<file path="config.mk">
export PLATFORM = sky130hd
export DESIGN_NAME = eeprom_ctrl_top
export DESIGN_NICKNAME = d
export VERILOG_FILES = /design/src/verilog/i2c_pkg.sv /design/src/verilog/eeprom_pkg.sv /design/src/verilog/eeprom_ctrl_top.sv /design/src/verilog/eeprom_seq.sv /design/src/verilog/i2c_bit_engine.sv
export VERILOG_INCLUDE_DIRS = /design/src /design/src/verilog
export SDC_FILE = /design/constraint.sdc
export NUM_CORES = 1
export LEC_CHECK = 0
export ABC_AREA = 1
export BUFFER_PORTS_ARGS = -buffer_cell sky130_fd_sc_hd__buf_2
export CORE_MARGIN = 2
export CORE_UTILIZATION = 45
export DETAILED_ROUTE_END_ITERATION = 16
export PLACE_DENSITY = 0.67
export SYNTH_ARGS = -nofsm -noshare
export SYNTH_HDL_FRONTEND = slang
export SYNTH_SLANG_ARGS = --single-unit
</file>
<file path="constraint.sdc">
create_clock -name CLK -period 3 [get_ports CLK]
set_clock_uncertainty 0.15 [all_clocks]
set_input_delay 0.3 -clock CLK [delete_from_list [all_inputs] [get_ports CLK]]
set_output_delay 0.3 -clock CLK [all_outputs]
set_load 0.03 [all_outputs]
</file>
<file path="src/verilog/eeprom_params.svh">
`ifndef EEPROM_PARAMS_SVH
`define EEPROM_PARAMS_SVH

// byte address into the 2 KB array, bits 10:8 go in the control byte
`define EE_ADDR_W 11

`define EE_DATA_W 8

// 24Cxx device type code
`define EE_DEV_CODE 4'b1010

// CLK cycles per quarter of an SCL period
`define EE_QTR 4

`endif
</file>
<file path="src/verilog/i2c_pkg.sv">
`default_nettype none

package i2c_pkg;

    typedef enum logic [1:0] {
        I2C_START = 2'd0,
        I2C_STOP  = 2'd1,
        I2C_WRITE = 2'd2,
        I2C_READ  = 2'd3
    } i2c_cmd_e;

    // control byte of a 24C16, block bits replace the pin address bits
    typedef struct packed {
        logic [3:0] dev;
        logic [2:0] blk;   // address bits 10:8
        logic       rw;    // 1 = read
    } i2c_ctrl_t;

    typedef union packed {
        i2c_ctrl_t  ctrl;
        logic [7:0] raw;
    } i2c_byte_u;

    typedef struct packed {
        i2c_cmd_e  op;
        i2c_byte_u data;
        logic      master_ack;   // 1 pulls SDA low in the ninth bit of a read
    } i2c_cmd_t;

    typedef struct packed {
        logic [7:0] rx;
        logic       ack_ok;
    } i2c_res_t;

endpackage

`default_nettype wire

</file>
<file path="src/verilog/eeprom_pkg.sv">
`default_nettype none
`include "eeprom_params.svh"

package eeprom_pkg;

    typedef enum logic {
        EE_READ  = 1'b0,
        EE_WRITE = 1'b1
    } ee_op_e;

    // one single-byte host request
    typedef struct packed {
        ee_op_e                op;
        logic [`EE_ADDR_W-1:0] addr;
        logic [`EE_DATA_W-1:0] wdata;   // ignored on reads
    } ee_req_t;

    typedef struct packed {
        logic [`EE_DATA_W-1:0] rdata;   // zero on writes and on nack
        logic                  nack;
    } ee_rsp_t;

endpackage

`default_nettype wire

</file>
<file path="src/verilog/eeprom_ctrl_top.sv">
`timescale 1ns/10ps
`default_nettype none

module eeprom_ctrl_top (
    input  logic                CLK,
    input  logic                RESET,
    input  logic                req_valid,
    input  eeprom_pkg::ee_req_t req,
    output logic                req_ready,
    output logic                rsp_valid,
    output eeprom_pkg::ee_rsp_t rsp,
    input  logic                rsp_ready,
    output logic                scl,
    output logic                sda_oe,
    input  logic                sda_in
);
    import i2c_pkg::*;

    logic     cmd_valid;
    logic     cmd_ready;
    logic     res_valid;
    i2c_cmd_t cmd;
    i2c_res_t res;

    eeprom_seq u_seq (
        .CLK       (CLK),
        .RESET     (RESET),
        .req_valid (req_valid),
        .req       (req),
        .req_ready (req_ready),
        .rsp_valid (rsp_valid),
        .rsp       (rsp),
        .rsp_ready (rsp_ready),
        .cmd_valid (cmd_valid),
        .cmd       (cmd),
        .cmd_ready (cmd_ready),
        .res_valid (res_valid),
        .res       (res)
    );

    i2c_bit_engine u_bit (
        .CLK       (CLK),
        .RESET     (RESET),
        .cmd_valid (cmd_valid),
        .cmd       (cmd),
        .cmd_ready (cmd_ready),
        .res_valid (res_valid),
        .res       (res),
        .scl       (scl),
        .sda_oe    (sda_oe),
        .sda_in    (sda_in)   // resolved open-drain level
    );

endmodule

`default_nettype wire

</file>
<file path="src/verilog/eeprom_seq.sv">
`timescale 1ns/10ps
`default_nettype none
`include "eeprom_params.svh"

module eeprom_seq (
    input  logic                CLK,
    input  logic                RESET,
    input  logic                req_valid,
    input  eeprom_pkg::ee_req_t req,
    output logic                req_ready,
    output logic                rsp_valid,
    output eeprom_pkg::ee_rsp_t rsp,
    input  logic                rsp_ready,
    output logic                cmd_valid,
    output i2c_pkg::i2c_cmd_t   cmd,
    input  logic                cmd_ready,
    input  logic                res_valid,
    input  i2c_pkg::i2c_res_t   res
);
    import eeprom_pkg::*;
    import i2c_pkg::*;

    typedef enum logic [3:0] {
        S_IDLE, S_START, S_CTRL_W, S_ADDR, S_DATA_W,
        S_RSTART, S_CTRL_R, S_DATA_R, S_STOP, S_RESP
    } state_e;

    state_e                state;
    state_e                nxt;
    logic                  sent;      // command taken, waiting for its result
    ee_req_t               req_q;
    logic [`EE_DATA_W-1:0] rdata_q;
    logic                  nack_q;
    i2c_byte_u             ctrl_byte;

    assign req_ready = (state == S_IDLE);
    assign rsp_valid = (state == S_RESP);
    assign rsp       = '{rdata: rdata_q, nack: nack_q};
    assign cmd_valid = !sent && !(state inside {S_IDLE, S_RESP});

    always_comb
    begin
        ctrl_byte.ctrl.dev = `EE_DEV_CODE;
        ctrl_byte.ctrl.blk = req_q.addr[`EE_ADDR_W-1:8];
        ctrl_byte.ctrl.rw  = (state == S_CTRL_R);   // only the second control byte reads
        cmd = '0;
        case (state)
            S_START, S_RSTART:
                cmd.op = I2C_START;
            S_CTRL_W, S_CTRL_R:
            begin
                cmd.op   = I2C_WRITE;
                cmd.data = ctrl_byte;
            end
            S_ADDR:
            begin
                cmd.op       = I2C_WRITE;
                cmd.data.raw = req_q.addr[7:0];
            end
            S_DATA_W:
            begin
                cmd.op       = I2C_WRITE;
                cmd.data.raw = req_q.wdata;
            end
            S_DATA_R:
            begin
                cmd.op         = I2C_READ;
                cmd.master_ack = 1'b0;   // single byte ends with no-ack
            end
            default:
                cmd.op = I2C_STOP;
        endcase
    end

    // step taken when the engine reports back
    always_comb
    begin
        case (state)
            S_START:  nxt = S_CTRL_W;
            S_CTRL_W: nxt = S_ADDR;
            S_ADDR:   nxt = (req_q.op == EE_WRITE) ? S_DATA_W : S_RSTART;
            S_DATA_W: nxt = S_STOP;
            S_RSTART: nxt = S_CTRL_R;
            S_CTRL_R: nxt = S_DATA_R;
            S_DATA_R: nxt = S_STOP;
            S_STOP:   nxt = S_RESP;
            default:  nxt = S_IDLE;
        endcase
        if (!res.ack_ok && state != S_STOP)
            nxt = S_STOP;   // skip the rest of the transfer
    end

    always_ff @(posedge CLK)
    begin
        if (RESET)
        begin
            state  <= S_IDLE;
            sent   <= 1'b0;
            nack_q <= 1'b0;
        end
        else
        begin
            if (cmd_valid && cmd_ready)
                sent <= 1'b1;
            case (state)
                S_IDLE:
                begin
                    if (req_valid)
                    begin
                        nack_q <= 1'b0;
                        state  <= S_START;
                    end
                end
                S_RESP:
                begin
                    if (rsp_ready)
                        state <= S_IDLE;
                end
                default:
                begin
                    if (res_valid)
                    begin
                        sent  <= 1'b0;
                        state <= nxt;
                        if (!res.ack_ok)
                            nack_q <= 1'b1;
                    end
                end
            endcase
        end
    end

    always_ff @(posedge CLK)
    begin
        if (req_valid && req_ready)
        begin
            req_q   <= req;
            rdata_q <= '0;
        end
        else if (state == S_DATA_R && res_valid)
            rdata_q <= res.rx;
    end

    a_idle_no_cmd: assert property (@(posedge CLK) disable iff (RESET)
        (state == S_IDLE) |-> (!sent && cmd_ready));

    a_one_in_flight: assert property (@(posedge CLK) disable iff (RESET)
        (rsp_valid && !rsp_ready) |=> (rsp_valid && !req_ready && $stable(rsp)));

endmodule

`default_nettype wire

</file>
<file path="src/verilog/i2c_bit_engine.sv">
`timescale 1ns/10ps
`default_nettype none
`include "eeprom_params.svh"

module i2c_bit_engine (
    input  logic              CLK,
    input  logic              RESET,
    input  logic              cmd_valid,
    input  i2c_pkg::i2c_cmd_t cmd,
    output logic              cmd_ready,
    output logic              res_valid,
    output i2c_pkg::i2c_res_t res,
    output logic              scl,
    output logic              sda_oe,
    input  logic              sda_in
);
    import i2c_pkg::*;

    localparam int QW = (`EE_QTR > 1) ? $clog2(`EE_QTR) : 1;

    logic          busy;
    logic [QW-1:0] qcnt;
    logic [1:0]    phase;
    logic [3:0]    bitcnt;     // 0..7 data, 8 = ack slot
    i2c_cmd_e      op;
    logic          mack;
    logic [7:0]    shreg;      // tx bits out of the top, rx bits in at the bottom
    logic          qend;
    logic          last_bit;
    logic          done;
    logic [1:0]    nxt_phase;
    logic [3:0]    nxt_bit;

    // {scl, sda_oe} for the quarter being entered
    function automatic logic [1:0] drive(input i2c_cmd_e o, input logic [1:0] ph,
                                         input logic [3:0] b, input logic tx,
                                         input logic ma, input logic scl_now,
                                         input logic sda_now);
        logic sda;
        sda = sda_now;
        case (o)
            I2C_START:
            begin
                case (ph)
                    2'd0:    return {scl_now, 1'b0};
                    2'd1:    return 2'b10;
                    2'd2:    return 2'b11;   // sda falls, scl high
                    default: return 2'b01;
                endcase
            end
            I2C_STOP:
            begin
                case (ph)
                    2'd0:    return 2'b01;
                    2'd1:    return 2'b11;
                    default: return 2'b10;   // sda rises, scl high
                endcase
            end
            default:
            begin
                if (ph == 2'd0)
                begin
                    if (b == 4'd8)
                        sda = (o == I2C_READ) ? ma : 1'b0;
                    else
                        sda = (o == I2C_WRITE) ? !tx : 1'b0;
                end
                return {(ph == 2'd1 || ph == 2'd2), sda};
            end
        endcase
    endfunction

    assign qend      = busy && (qcnt == QW'(`EE_QTR - 1));
    assign last_bit  = (op == I2C_START) || (op == I2C_STOP) || (bitcnt == 4'd8);
    assign done      = qend && (phase == 2'd3) && last_bit;
    assign nxt_phase = phase + 2'd1;
    assign nxt_bit   = (phase == 2'd3) ? bitcnt + 4'd1 : bitcnt;
    assign cmd_ready = !busy;

    always_ff @(posedge CLK)
    begin
        if (RESET)
        begin
            busy      <= 1'b0;
            qcnt      <= '0;
            phase     <= '0;
            bitcnt    <= '0;
            op        <= I2C_STOP;
            mack      <= 1'b0;
            scl       <= 1'b1;
            sda_oe    <= 1'b0;
            res_valid <= 1'b0;
        end
        else
        begin
            res_valid <= 1'b0;
            if (!busy)
            begin
                if (cmd_valid)
                begin
                    busy   <= 1'b1;
                    qcnt   <= '0;
                    phase  <= '0;
                    bitcnt <= '0;
                    op     <= cmd.op;
                    mack   <= cmd.master_ack;
                    {scl, sda_oe} <= drive(cmd.op, 2'd0, 4'd0, cmd.data.raw[7],
                                           cmd.master_ack, scl, sda_oe);
                end
            end
            else if (qend)
            begin
                qcnt <= '0;
                if (done)
                begin
                    busy      <= 1'b0;
                    res_valid <= 1'b1;
                end
                else
                begin
                    phase  <= nxt_phase;
                    bitcnt <= nxt_bit;
                    {scl, sda_oe} <= drive(op, nxt_phase, nxt_bit, shreg[7], mack, scl, sda_oe);
                end
            end
            else
                qcnt <= qcnt + 1'b1;
        end
    end

    // sample point is the end of the first high quarter
    always_ff @(posedge CLK)
    begin
        if (cmd_valid && cmd_ready)
        begin
            shreg      <= cmd.data.raw;
            res.ack_ok <= 1'b1;
        end
        else if (qend && phase == 2'd1)
        begin
            if (bitcnt != 4'd8)
                shreg <= {shreg[6:0], sda_in};
            else if (op == I2C_WRITE)
                res.ack_ok <= !sda_in;   // slave pulls low to ack
        end
        if (done)
            res.rx <= shreg;
    end

    a_sda_scl_low: assert property (@(posedge CLK) disable iff (RESET)
        (busy && (op == I2C_WRITE || op == I2C_READ) && $changed(sda_oe))
            |-> (!scl && !$past(scl)));

    a_res_pulse: assert property (@(posedge CLK) disable iff (RESET)
        res_valid |=> !res_valid);

endmodule

`default_nettype wire

</file>
# After elaboration in Yosys (flattened, before gate mapping)
# Cells that the tools add are included.
[word_totals]
word_cells = 149
regBits = 65
out_inout_bits = 13
inputBits = 25
[classes]
muxes = 51
n_eq_ne = 30
bitwise_logic = 4
reduce_logical = 43
addsub = 3
[op_table]
columns = ["op", "count"]
rows = [
  ["4-bit two-way mux", 9],
  ["4-bit case mux with 7 select lines", 1],
  ["1-bit two-way mux", 24],
  ["8-bit two-way mux", 3],
  ["8-bit case mux with 3 select lines", 1],
  ["4-bit by 3-bit == test with 1-bit output, second input constant", 4],
  ["4-bit == test, second input constant", 4],
  ["2-bit two-way mux", 6],
  ["4-bit != test, second input constant", 3],
  ["2-bit case mux with 2 select lines", 3],
  ["2-bit case mux with 3 select lines", 2],
  ["2-bit == test, second input constant", 5],
  ["2-bit nonzero test", 5],
  ["1-bit logical AND", 9],
  ["3-bit AND reduction", 3],
  ["2-bit by 1-bit == test with 1-bit output, second input constant", 4],
  ["4-bit by 2-bit == test with 1-bit output, second input constant", 2],
  ["2-bit != test, second input constant", 4],
  ["4-bit case mux with 2 select lines", 1],
  ["4-bit AND reduction", 2],
  ["2-bit OR reduction", 4],
  ["1-bit zero test", 7],
  ["2-bit zero test", 3],
  ["5-bit AND reduction", 1],
  ["other kinds (13)", 21],
]

# Depth between registers and ports, before layout
# Gate-level depths: netlist of run 1.
[logic_depth]
depth_word = 9
ltp_mapped = 12
mapped_depth_nobuf = 12

# Modules after synthesis
# From an unflattened synthesis of run 1, not the netlist that was laid out.
[hier_totals]
cells_unflattened = 346
area_unflattened_um2 = 3017.9
[by_module_without_submodules]
columns = ["module", "area_per_inst_um2", "cells_each", "n_inst", "seq_area_each_um2"]
rows = [
  ["eeprom_seq", 1520.2, 167, 1, 880.8],
  ["i2c_bit_engine", 1497.7, 179, 1, 800.8],
]

# Worst setup path before layout of run 1
# OpenSTA, ideal clock, no wires.
[synth_timing]
path_type = "register -> register"
from = "register u_seq.state[1]"
to = "register u_seq.rdata_q[2]"
arrival_ns = 2.049
required_ns = 2.732
path_slack_ns = 0.683
path_stages_with_launch = 7
period_less_slack_ns = 2.317
cell_sequence = "dfxtp_1 nor2_1 nand2_4 nor2_1 inv_1 o21ai_0 nor2_1"
[synth_between]
elab_chain_cells = 2
word_cells_on_any_way = 4
classes_between = "eq/ne: 1; reduce/logical: 3"
[synth_rtl]
columns = ["item", "line_no", "text"]
rows = [
  ["start: declaration", "eeprom_seq.sv:28", "state_e state;"],
  ["start signal: assignment", "eeprom_seq.sv:124", "state <= nxt;"],
  ["4-bit by 3-bit == test with 1-bit output or 4-bit zero test (tied branches)", "eeprom_seq.sv:140, eeprom_seq.sv:36", ""],
  ["1-bit logical AND, on equally long branches", "eeprom_seq.sv:140, eeprom_seq.sv:135", ""],
  ["end signal: assignment", "eeprom_seq.sv:141", "rdata_q <= res.rx;"],
  ["end: declaration", "eeprom_seq.sv:32", "logic [`EE_DATA_W-1:0] rdata_q;"],
]
# Several ways; a longest one is shown, not always the timed one.
# A chain may end at the register's enable or synchronous reset.

# Worst setup path in the final report of run 1
[layout_timing]
from = "register u_seq.state[3]"
to = "output port req_ready"
[layout_between]
elab_chain_cells = 1
[layout_rtl]
columns = ["item", "line_no", "text"]
rows = [
  ["4-bit zero test", "eeprom_seq.sv:36", "assign req_ready = (state == S_IDLE);"],
  ["end: declaration", "eeprom_ctrl_top.sv:9", "output logic req_ready,"],
]
# No other way between the ends.

==> metrics.md, run 1 <==
| Metric | Value |
|---|---|
| Global-route wire length before repair | `between 10000 and 15000 um` |
| Synth Flop Type | `edfxtp_1` |
| Layer with the highest usage | `met2` |
| Final ANT Viol Nets | `0` |
| GRT Total Usage | `about 18%` |
| Die Wd | `between 80 and 90 um` |
| Ys async rst share | `0%` |
| DR iter-0 viols | `roughly 150` |
| PortBufs | `37` |
| Post-synth top area cell | `edfxtp_1` |
| Status | `finished, final reports clean` |
| Register area share after synthesis | `between 50% and 60%` |
| Initial antenna violation count | `0` |
| Syn nets | `approximately 340` |
| Die Ht | `between 80 and 90 um` |
| DP HPWL | `4070 um` |
| Max Freq | `532 MHz` |
| DR DRC count | `0` |
| CP Max Fanout | `7` |
| #FFs+latches synth | `65` |
| Setup_tns | `0 ns` |
| Cell Pwr Density | `roughly 880 nW/um^2` |
| CTS Buffer Depth | `2` |
| Avg Inst Size Synth | `9.32 um^2` |
| Die ar. | `7120 um^2` |
| Worst Hold Launch | `sda_in` |
| Wire length per cell | `between 10 and 15 um` |
| Delay-heaviest family, CP | `simple AND/OR/NAND/NOR gates` |
| Final min period | `1.88 ns` |
| Final setup fails | `0` |
| Yosys cell types | `36` |
| Critical Path End Type | `primary output` |
| Mapped cell area | `between 2000 and 3000 um^2` |
| Reg clk slew, reported paths | `~0.070 ns` |
| CP Class | `reg -> out` |
| Post-Synthesis Cells | `around 310` |
| Clock sinks | `between 60 and 70` |
| Final #Nets | `roughly 410` |
| R2R Setup Slk | `~1.1 ns` |
| Most frequent cell after synthesis | `nand2_1` |
| Area grow syn2layout | `23.8%` |
| Post-Layout Inst Area | `3600 um^2` |
| Yosys top cell area share | `~37%` |
| CP startpoint kind | `register` |
| Slew @ Worst Pin | `a little under 0.4 ns` |
| H-tree depth | `3` |
| Slew headroom | `between 70% and 80%` |
| Top cells by area, synth | `edfxtp_1, dfxtp_1, nand2_1` |
| Vias in the first global route | `2215` |
| RSZ-0062 raised after global routing | `false` |
| YS warnings | `0` |
| Post-synth EDFFs | `36` |
| Clock buffer count from CTS | `9` |
| Worst Path Arrival | `1.43 ns` |
| Placed instance area | `between 3000 and 4000 um^2` |
| Rows | `29` |
| Via count | `around 2300` |
| Final RePlAce weighted congestion | `0.822` |
| Core Region | `6310 um^2` |
| Final hold violations | `0` |
| Max-slew violation count | `0` |
| Worst r2r src | `u_seq.state[1]` |
| Clock Root Buffer | `clkbuf_8` |
| Maxcap violations | `0` |
| Layout cells sized above 1 | `about a fifth` |
| # diodes | `0` |
| Largest net degree at the start of global routing | `22` |
| Met2 global-route usage | `29.1%` |
| Leakage power | `between 1.5 and 2 nW` |
| Synth top cells by count | `nand2_1, edfxtp_1, nor2_1` |
| Worst Hold Depth | `2` |
| Vias/cell | `5.03` |
| Slowest stage delay, CP | `roughly 0.38 ns` |
| Met1 Use GR | `between 20% and 30%` |
| Clk Latency, worst-skew pair | `about 0.34 ns` |
| R2R Path End | `u_bit.shreg[1]` |
| I/O Pins | `38` |
| VDD IR max | `around 570 uV` |
| Final period util | `between 60 and 70%` |
| Critical Path RT | `about 2.6 ns` |
| WHS Endpoint | `u_bit.res[0]` |
| Cells on worst reg2reg path | `4` |
| Hold/Removal Path Class | `in -> reg` |
| Total Wirelength | `between 5000 and 6000 um` |
| Met3 usage | `slightly below 6%` |
| Buf+Inv Stages, Crit Path | `2` |
| GRT Residual Overflow | `0` |
| CTS tree | `done` |
| CP max-delay cell | `dfxtp_1` |
| Initial Util | `a little under half` |
| Drt pass-1 iters | `7` |
| CP cell instances | `nor2_1, nand2_4, inv_2, buf_2` |
-- placed cells by master (no fill, tap or decap), types with 2 or more instances in the layout --
cell type and instances:
nand3_1 19, nand2_2 4, inv_1 29, clkbuf_8 9
dlygate4sd3_1 20, nor2_1 31, nand2_4 2, dfxtp_1 29
o21ai_0 19, ha_1 6, clkinv_4 3, inv_2 6
buf_2 37, bufinv_16 3, nor3_1 15, nand2_1 59
a21oi_2 4, nor2_2 2, a21o_1 6, nand4_1 2
o21ai_1 2, edfxtp_1 36, a31oi_1 7, o211ai_1 2
a21oi_1 14
-- worst reg2reg max path: stages, from the launching register on --
cell,delay [ns]
dfxtp_1,0.46
nor2_1,0.15
nand2_4,0.15
nand4_4,0.27
nand2_1,0.37
-- area by class of cell --
class | count | area (um^2)
clock buffer | 10 | 128
sequential | 65 | 1660
timing repair buffer | 58 | 393
inverter | 36 | 136
fill | 537 | 2710
multi-input combinational | 204 | 1070
tap | 77 | 96.3
clock inverter | 6 | 116
-- sequential cells by signal, summed over array words and instances (netlist names), 2 cells and up --
name,flops
u_bit.op,2
u_seq.ctrl_byte,3
u_bit.qcnt,2
u_bit.bitcnt,4
u_seq.req_q,17
u_seq.rdata_q,8
u_bit.shreg,8
u_bit.phase,2
u_bit.res,9
u_seq.state,4
-- per-layer routing --
layer  part of all wire [%]  routed length, um
met1                     47               2760
met2                     47               2760
met3                    6.2                367
met4                   0.66                 39
met5                      0                  0
-- per-stage QoR --
| step | cells | worst slack (ns) | util [%] | hold slack (ns) | power [mW] |
|---|---|---|---|---|---|
| after detailed placement | 420 | 1.11 | 50.0 | 0.287 | 2.28 |
| after global placement | 420 | 1.14 | 50.0 | 0.288 | 2.26 |
| final | 456 | 1.12 | 57.0 | 0.0450 | 3.18 |
| after floorplan | 312 | 0.683 | - | 0.238 | 2.07 |
| after global routing | 456 | 0.937 | 57.0 | 0.0331 | 3.40 |
| after CTS | 456 | 1.09 | 57.0 | 0.0233 | 3.21 |
-- how the worst max path moves through the flow --
stage,from,endpoint,depth (start not counted)
global placement,u_seq.state[1],u_bit.shreg[2],4
finish,u_seq.state[3],req_ready,4
global route,u_seq.state[1],u_seq.rdata_q[3],6
floorplan,u_seq.state[1],u_seq.rdata_q[2],6
CTS,u_seq.state[1],u_bit.shreg[7],4
detailed placement,u_seq.state[1],u_bit.shreg[3],4
-- timing repair --
action / CTS / global route
gates resized for setup: 0 / 0
hold endpoints to repair: 20 / 0
setup buffers: 0 / 0
hold buffers: 20 / 0
-- kinds of logic (layout without fill, tap and decap cells) --
family | count (synthesis) | count (layout) | share of synthesized area (%)
compound gates | 59 | 59 | 12.3
buf+inv | 43 | 110 | 6.11
fa+ha+maj | 6 | 6 | 2.58
flops | 65 | 65 | 57.1
simple gates | 138 | 138 | 21.6
xor+xnor | 1 | 1 | 0.301
-- power by group --
group | total [mW] | switching, mW | internal (mW) | leakage, nW
Sequential | 1.34 | 0.125 | 1.22 | 0.574
Combinational | 0.936 | 0.624 | 0.312 | 0.819
Clock | 0.903 | 0.347 | 0.556 | 0.121
Power figures use the tool's default switching activity.
==> inputs of run 2 (changes only) <==
- ABC_AREA: 1 -> 0
- PLACE_DENSITY: 0.67 -> 0.66
- clock period: 3 -> 1.8 ns (I/O delays scaled with it)
==> run 2 against run 1 <==
The run now ends with setup timing left. Die area grew 3.8%. Count of clock-buffer cells in the layout down 1. First-iteration DRC count fell by 28%. Largest cell class unchanged.
==> metrics.md, run 2 <==
| Metric | Value |
|---|---|
| Largest net degree at the start of global routing | `29` |
| Final ANT Viol Nets | `0` |
| DP HPWL | `4450 um` |
| Commonest non-fill, non-tap cells in the layout | `buf_4, edfxtp_1, buf_2, dfxtp_1, dlygate4sd3_1` |
| H-tree depth | `3` |
| Initial Util | `between 40% and 50%` |
| CP cell instances | `or4_4, inv_2, buf_6` |
| CTS tree | `done` |
| Critical Path End Type | `primary output` |
| Regs by FF count | `u_seq.req_q: 17 flops, u_bit.res: 9 flops` |
| Post-synth EDFFs | `36` |
| VDD IR max | `655 uV` |
| Initial antenna violation count | `0` |
| Met3 Wirelength | `277 um` |
| Critical Path RT | `roughly 1.5 ns` |
| Via count | `2404` |
| Placed instance area | `3550 um^2` |
| Cell Pwr Density | `about 1200 nW/um^2` |
| Status | `complete, but fails checks` |
| Synth top cells by count | `edfxtp_1, dfxtp_1, nand2_1` |
| Vias/cell | `5.33` |
| Leakage power | `roughly 1.6 nW` |
| Slew @ Worst Pin | `0.431 ns` |
| Final hold violations | `0` |
| Setup_tns | `-0.00709 ns` |
| Yosys top cell area share | `35.7%` |
| CP Class | `reg -> out` |
| PortBufs | `37` |
| Die ar. | `7390 um^2` |
| RSZ-0062 raised after global routing | `true` |
| Clock sinks | `65` |
| Synth Flop Type | `edfxtp_1` |
| Ys async rst share | `0%` |
| Top cells by area, synth | `edfxtp_1, dfxtp_1, mux2i_1` |
| Finished Core Util | `a little under two thirds` |
| Final setup fails | `1` |
| Cell Int Power | `approximately 3.4 mW` |
| #FFs+latches synth | `65` |
| Clk Latency, worst-skew pair | `roughly 0.35 ns` |
| Worst Path Arrival | `~1.5 ns` |
| CP max-delay cell | `or4_4` |
| Clk pwr share | `between 20% and 30%` |
| Final #Nets | `400` |
| CTS Buffer Depth | `2` |
| Top Metal Used | `met4` |
| Top reg by flops | `u_seq.req_q` |
| Rows | `29` |
| Sequential power share | `a little over two fifths` |
| Syn nets | `roughly 300` |
| DR iter-0 viols | `roughly 110` |
| # diodes | `0` |
| Violated checks | `setup timing` |
| Drt pass-1 iters | `5` |
| GRT Residual Overflow | `0` |
| DR DRC count | `0` |
| Register area share after synthesis | `a little over half` |
| Routed wl met2 | `between 3000 and 4000 um` |
| CP startpoint kind | `register` |
| Avg Inst Size Synth | `roughly 11 um^2` |
| Yosys cell types | `54` |
| Die Wd | `86.0 um` |
| Global-route wire length before repair | `between 10000 and 15000 um` |
| Die Ht | `~86 um` |
| Most frequent cell after synthesis | `edfxtp_1` |
| Post-synth top area cell | `edfxtp_1` |
| Post-Synthesis Cells | `273` |
| Mapped cell area | `approximately 3000 um^2` |
| Max Freq | `about 550 MHz` |
| Layout cells sized above 1 | `between 30 and 40%` |
| YS warnings | `0` |
| Total Wirelength | `6690 um` |
| Core Region | `6420 um^2` |
| CP Max Fanout | `3` |
| I/O Pins | `38` |
| Switching power of the nets | `roughly 1.7 mW` |
| Clock Root Buffer | `clkbuf_8` |
| Hold/Removal Path Class | `in -> reg` |
| Final min period | `1.81 ns` |
| Clock buffer count from CTS | `9` |
| Vias in the first global route | `between 2000 and 2500` |
| Comb pwr share | `approximately a third` |
| M1 WL | `around 3200 um` |
| Maxcap violations | `0` |
| Wire length per cell | `~15 um` |
| Max reg flops | `17` |
| Slowest stage delay, CP | `roughly 0.56 ns` |
| Max-slew violation count | `0` |
| Reg clk slew, reported paths | `approximately 0.08 ns` |
| Most common cell after layout, fill and taps aside | `buf_4` |
| Sw frac | `33.9%` |
| Final period util | `100%` |
| Final RePlAce weighted congestion | `roughly 0.83` |
| Slew headroom | `71.2%` |
| GRT Total Usage | `about a fifth` |
| Tot Pwr | `5.08 mW` |
| Area grow syn2layout | `35.7%` |
| Worst setup margin | `-0.00709 ns` |
| Post-Layout Inst Area | `~4100 um^2` |
[run 2: cell types whose count changed after synthesis, moves of 9 or more]
cell | before | now
nor3_1 | 15 | 3
nand3_1 | 19 | 8
nand2_1 | 59 | 18
inv_1 | 29 | 12
mux2i_1 | 0 | 9
nor2_1 | 31 | 15
[run 2: per-stage QoR]
stage | hold slack (ns) | setup slack [ns] | instances
after floorplan | 0.129 | -0.109 | 273
after global placement | 0.207 | -0.0315 | 410
after detailed placement | 0.208 | -0.0500 | 410
after CTS | 0.00375 | -0.0118 | 449
after global routing | 0.00164 | -0.0407 | 451
final | 0.0132 | -0.00709 | 451
[run 2: layout make-up]
| class | count | area, um^2 |
|---|---|---|
| Clock buffer | 9 | 124 |
| Clock inverter | 7 | 53.8 |
| Fill cell | 508 | 2320 |
| Inverter | 13 | 48.8 |
| Multi-Input combinational cell | 177 | 1330 |
| Sequential cell | 65 | 1680 |
| Tap cell | 77 | 96.3 |
| Timing Repair Buffer | 103 | 773 |
[run 2: power by group through the flow]
stage	Sequential, mW	Combinational (mW)	Clock (mW)
floorplan	2.12	1.06	0
global placement	2.18	1.56	0
detailed placement	2.18	1.58	0
CTS	2.15	1.69	1.15
global route	2.21	1.97	1.21
finish	2.17	1.79	1.12
[run 2: per-layer routing]
metal / up-vias / GRT usage (%)
li1: 1207 / -
met1: 1122 / 27.0
met2: 61 / 31.4
met3: 14 / 4.23
met4: 0 / 9.52
met5: - / 0
[run 2: repair_timing]
action                     CTS  global route
setup endpoints to repair   10            53
setup buffers                3             2
resized for setup           13            29
hold endpoints to repair    23             0
hold buffers                21             0
pin swaps                    3            10
[run 2: kinds of logic (layout without fill, tap and decap cells)]
logic type               count (synthesis)  count (layout)  synth area share, %
buffers and inverters                   31             132                 4.76
XOR/XNOR                                 6               6                 1.99
multiplexers                             9               9                 2.98
flip-flops                              65              65                 54.9
adder cells (fa/ha/maj)                  6               6                 2.48
AO/OA/AOI/OAI                           71              71                 16.3
AND/OR/NAND/NOR                         85              85                 16.6
[run 2: worst max-delay path, delay by kind of cell, from the launching register on]
family | cells | cell delay, ns
DFF | 1 | 0.35
and+or+nand+nor | 1 | 0.56
buffers and inverters | 2 | 0.22
[run 2: final timing paths]
path | slack, ns | depth (start not counted) | end | start
worst max register to register | 0.01 | 4 | u_seq.req_q[11] | u_seq.state[1]
worst min register to register | 0.31 | 0 | u_bit.res[8] | u_bit.shreg[7]
worst min-delay path | 0.01 | 2 | u_bit.shreg[0] | sda_in
worst max-delay path | -0.007 | 3 | req_ready | u_seq.state[1]
==> inputs of run 3 (changes only) <==
- SYNTH_HIERARCHICAL: default -> 1
==> run 3 against run 2 <==
Register-to-register slack worse by 0.14 ns. Utilization is 2.5 points higher. Cell area is 4.6% higher. Count of clock-buffer cells in the layout stayed put. Die area is 0.48% higher. Global-route usage is 0.11 points higher. The run still ends with setup timing left.
==> metrics.md, run 3 <==
| Metric | Value |
|---|---|
| Status | `complete, but fails checks` |
| Violated checks | `setup timing` |
| Worst hold slack | `about 0.029 ns` |
| Yosys top cell area share | `~36%` |
| Largest net degree at the start of global routing | `23` |
| VDD IR max | `between 800 and 900 uV` |
| GRT Residual Overflow | `0` |
| Top cells by area, synth | `edfxtp_1, dfxtp_1, nand2_1` |
| CP Class | `reg -> reg` |
| Worst Hold Launch | `sda_in` |
| CP Max Fanout | `6` |
| Area grow syn2layout | `41.3%` |
| CTS tree | `done` |
| CTS Buffer Depth | `2` |
| Clock buffer count from CTS | `9` |
| Top Metal Used | `met4` |
| Final period util | `107%` |
| Placed instance area | `between 3000 and 4000 um^2` |
| Main combinational cell family by area after synthesis | `simple AND/OR/NAND/NOR gates` |
| PortBufs | `37` |
| Final min period | `around 1.9 ns` |
| Worst setup margin | `-0.127 ns` |
| Rows | `29` |
| Final ANT Viol Nets | `0` |
| Commonest non-fill, non-tap cells in the layout | `buf_4, nand2_1, edfxtp_1, buf_2, nor2_1` |
| Global-route wire length before repair | `11600 um` |
| Final setup fails | `5` |
| Final hold violations | `0` |
| Cell Pwr Density | `1280 nW/um^2` |
| Die Ht | `between 80 and 90 um` |
| Synth Flop Type | `edfxtp_1` |
| Register area share after synthesis | `between 50% and 60%` |
| RSZ-0062 raised after global routing | `true` |
| Top reg by flops | `u_seq/req_q` |
| Max Freq | `about 520 MHz` |
| Drt pass-1 iters | `4` |
| Avg Inst Size Synth | `about 10 um^2` |
| Clk Latency, worst-skew pair | `0.34 ns` |
| Vias/cell | `between 5 and 6` |
| Post-synthesis mux area share | `around 4.7%` |
| Post-synth top area cell | `edfxtp_1` |
| DR iter-0 viols | `~140` |
| H-tree depth | `3` |
| Critical Path RT | `approximately 1.9 ns` |
| Most frequent cell after synthesis | `nand2_1` |
| Post-Layout Inst Area | `4290 um^2` |
| Ys async rst share | `0%` |
| Wire length per cell | `14.7 um` |
| Die Wd | `~86 um` |
| WHS Endpoint | `u_bit/res[0]` |
| Synth Area in Adders | `~2.5%` |
| Worst r2r src | `u_bit/phase[1]` |
| Met3 Wirelength | `~270 um` |
| Tot Pwr | `5.49 mW` |
| Initial Util | `between 40% and 50%` |
| M1 WL | `3070 um` |
| YS warnings | `6` |
| Setup_tns | `-0.310 ns` |
| Worst Path Arrival | `between 2 and 2.5 ns` |
| Regs by FF count | `u_seq/req_q: 17 flops, u_bit/res: 9 flops` |
| Core Region | `6460 um^2` |
| Syn nets | `approximately 320` |
| Leakage power | `roughly 1.8 nW` |
| Worst Hold Depth | `4` |
| Max reg flops | `17` |
| R2R Setup Slk | `-0.13 ns` |
| Post-synth EDFFs | `36` |
| Hold/Removal Path Class | `in -> reg` |
| Post-placement worst setup slack | `-0.157 ns` |
| DR DRC count | `0` |
| Clock sinks | `between 60 and 70` |
| R2R Path End | `u_bit/sda_oe` |
| Simple-Gate Fraction of Synth Area | `roughly 18%` |
| Post-Synthesis Cells | `290` |
| Mapped cell area | `between 3000 and 4000 um^2` |
| Reg clk slew, reported paths | `0.07 ns` |
| Yosys cell types | `53` |
| GRT Total Usage | `about a fifth` |
| I/O Pins | `38` |
| #FFs+latches synth | `66` |
| Cells on worst reg2reg path | `6` |
| Routed wl met2 | `between 3000 and 4000 um` |
| Synth top cells by count | `nand2_1, edfxtp_1, dfxtp_1` |
| Final RePlAce weighted congestion | `approximately 0.80` |
| CP startpoint kind | `register` |
| Max-slew violation count | `0` |
| DP HPWL | `4580 um` |
| Compound-Gate Fraction of Synth Area | `12.3%` |
| Initial antenna violation count | `0` |
| Via count | `2481` |
| Clock Root Buffer | `clkbuf_8` |
| Total Wirelength | `7000 um` |
| # diodes | `0` |
| Vias in the first global route | `about 2500` |
| Most common cell after layout, fill and taps aside | `buf_4` |
| Final #Nets | `424` |
| Die ar. | `7430 um^2` |
| Maxcap violations | `0` |
| Xor-xnor portion of the synthesized cell area | `1.73%` |
| Critical Path End Type | `register` |
| Layout cells sized above 1 | `roughly two fifths` |
## run 3: area by class of cell
class,count,area (um^2)
Clock buffer,9,124
Tap cell,77,96.3
Timing Repair Buffer,109,837
Multi-Input combinational cell,191,1400
Fill cell,484,2170
Inverter,16,60.1
Clock inverter,7,70.1
Sequential cell,66,1710
## run 3: repair_timing
| item | 4_1_cts | 5_1_grt |
|---|---|---|
| gates resized for setup | 21 | 21 |
| setup endpoints to repair | 24 | 24 |
| hold buffers | 20 | 0 |
| gates cloned | 0 | 0 |
| setup buffers | 0 | 2 |
| endpoints found under the hold margin | 20 | 0 |
| pin swaps | 7 | 7 |
## run 3: logic make-up (layout without fill, tap and decap cells)
logic type,Yosys count,in the layout
mux,14,14
compound gates,51,51
flops,66,66
fa+ha+maj,6,6
buf+inv,33,141
other cells,1,1
simple gates,113,113
xor+xnor,6,6
## run 3: worst max path at each step
stage / end / start / slack [ns]
floorplan: u_bit/sda_oe / u_bit/phase[0] / -0.05
global placement: u_bit/scl / u_bit/bitcnt[0] / -0.08
detailed placement: u_bit/bitcnt[2] / u_bit/bitcnt[0] / -0.16
CTS: u_bit/res[5] / u_bit/bitcnt[0] / -0.08
global route: u_bit/sda_oe / u_bit/bitcnt[0] / -0.19
finish: u_bit/sda_oe / u_bit/phase[1] / -0.13
## run 3: metrics by stage
step | instances | utilization [%]
floorplan | 290 | -
global placement | 437 | 57.7
detailed placement | 437 | 57.7
CTS | 473 | 64.9
global route | 475 | 66.5
finish | 475 | 66.5
## run 3: report_power, final
part	internal (mW)	switching (mW)
Clock	0.636	0.570
Sequential	2.01	0.166
Combinational	0.995	1.11
Total	3.64	1.85
## run 3: per-layer routing
metal  up-vias  GRT usage (%)
met5         -              0
met4         0           8.24
met3        12           5.14
met2        67           33.3
met1      1162           25.9
li1       1240              -
## run 3: critical path, stage by stage (launching register included)
cell	delay [ns]
dfxtp_2	0.36
ha_4	0.21
nand4_4	0.11
xor2_2	0.18
o31a_1	0.30
a221o_1	0.31
a311oi_2	0.22
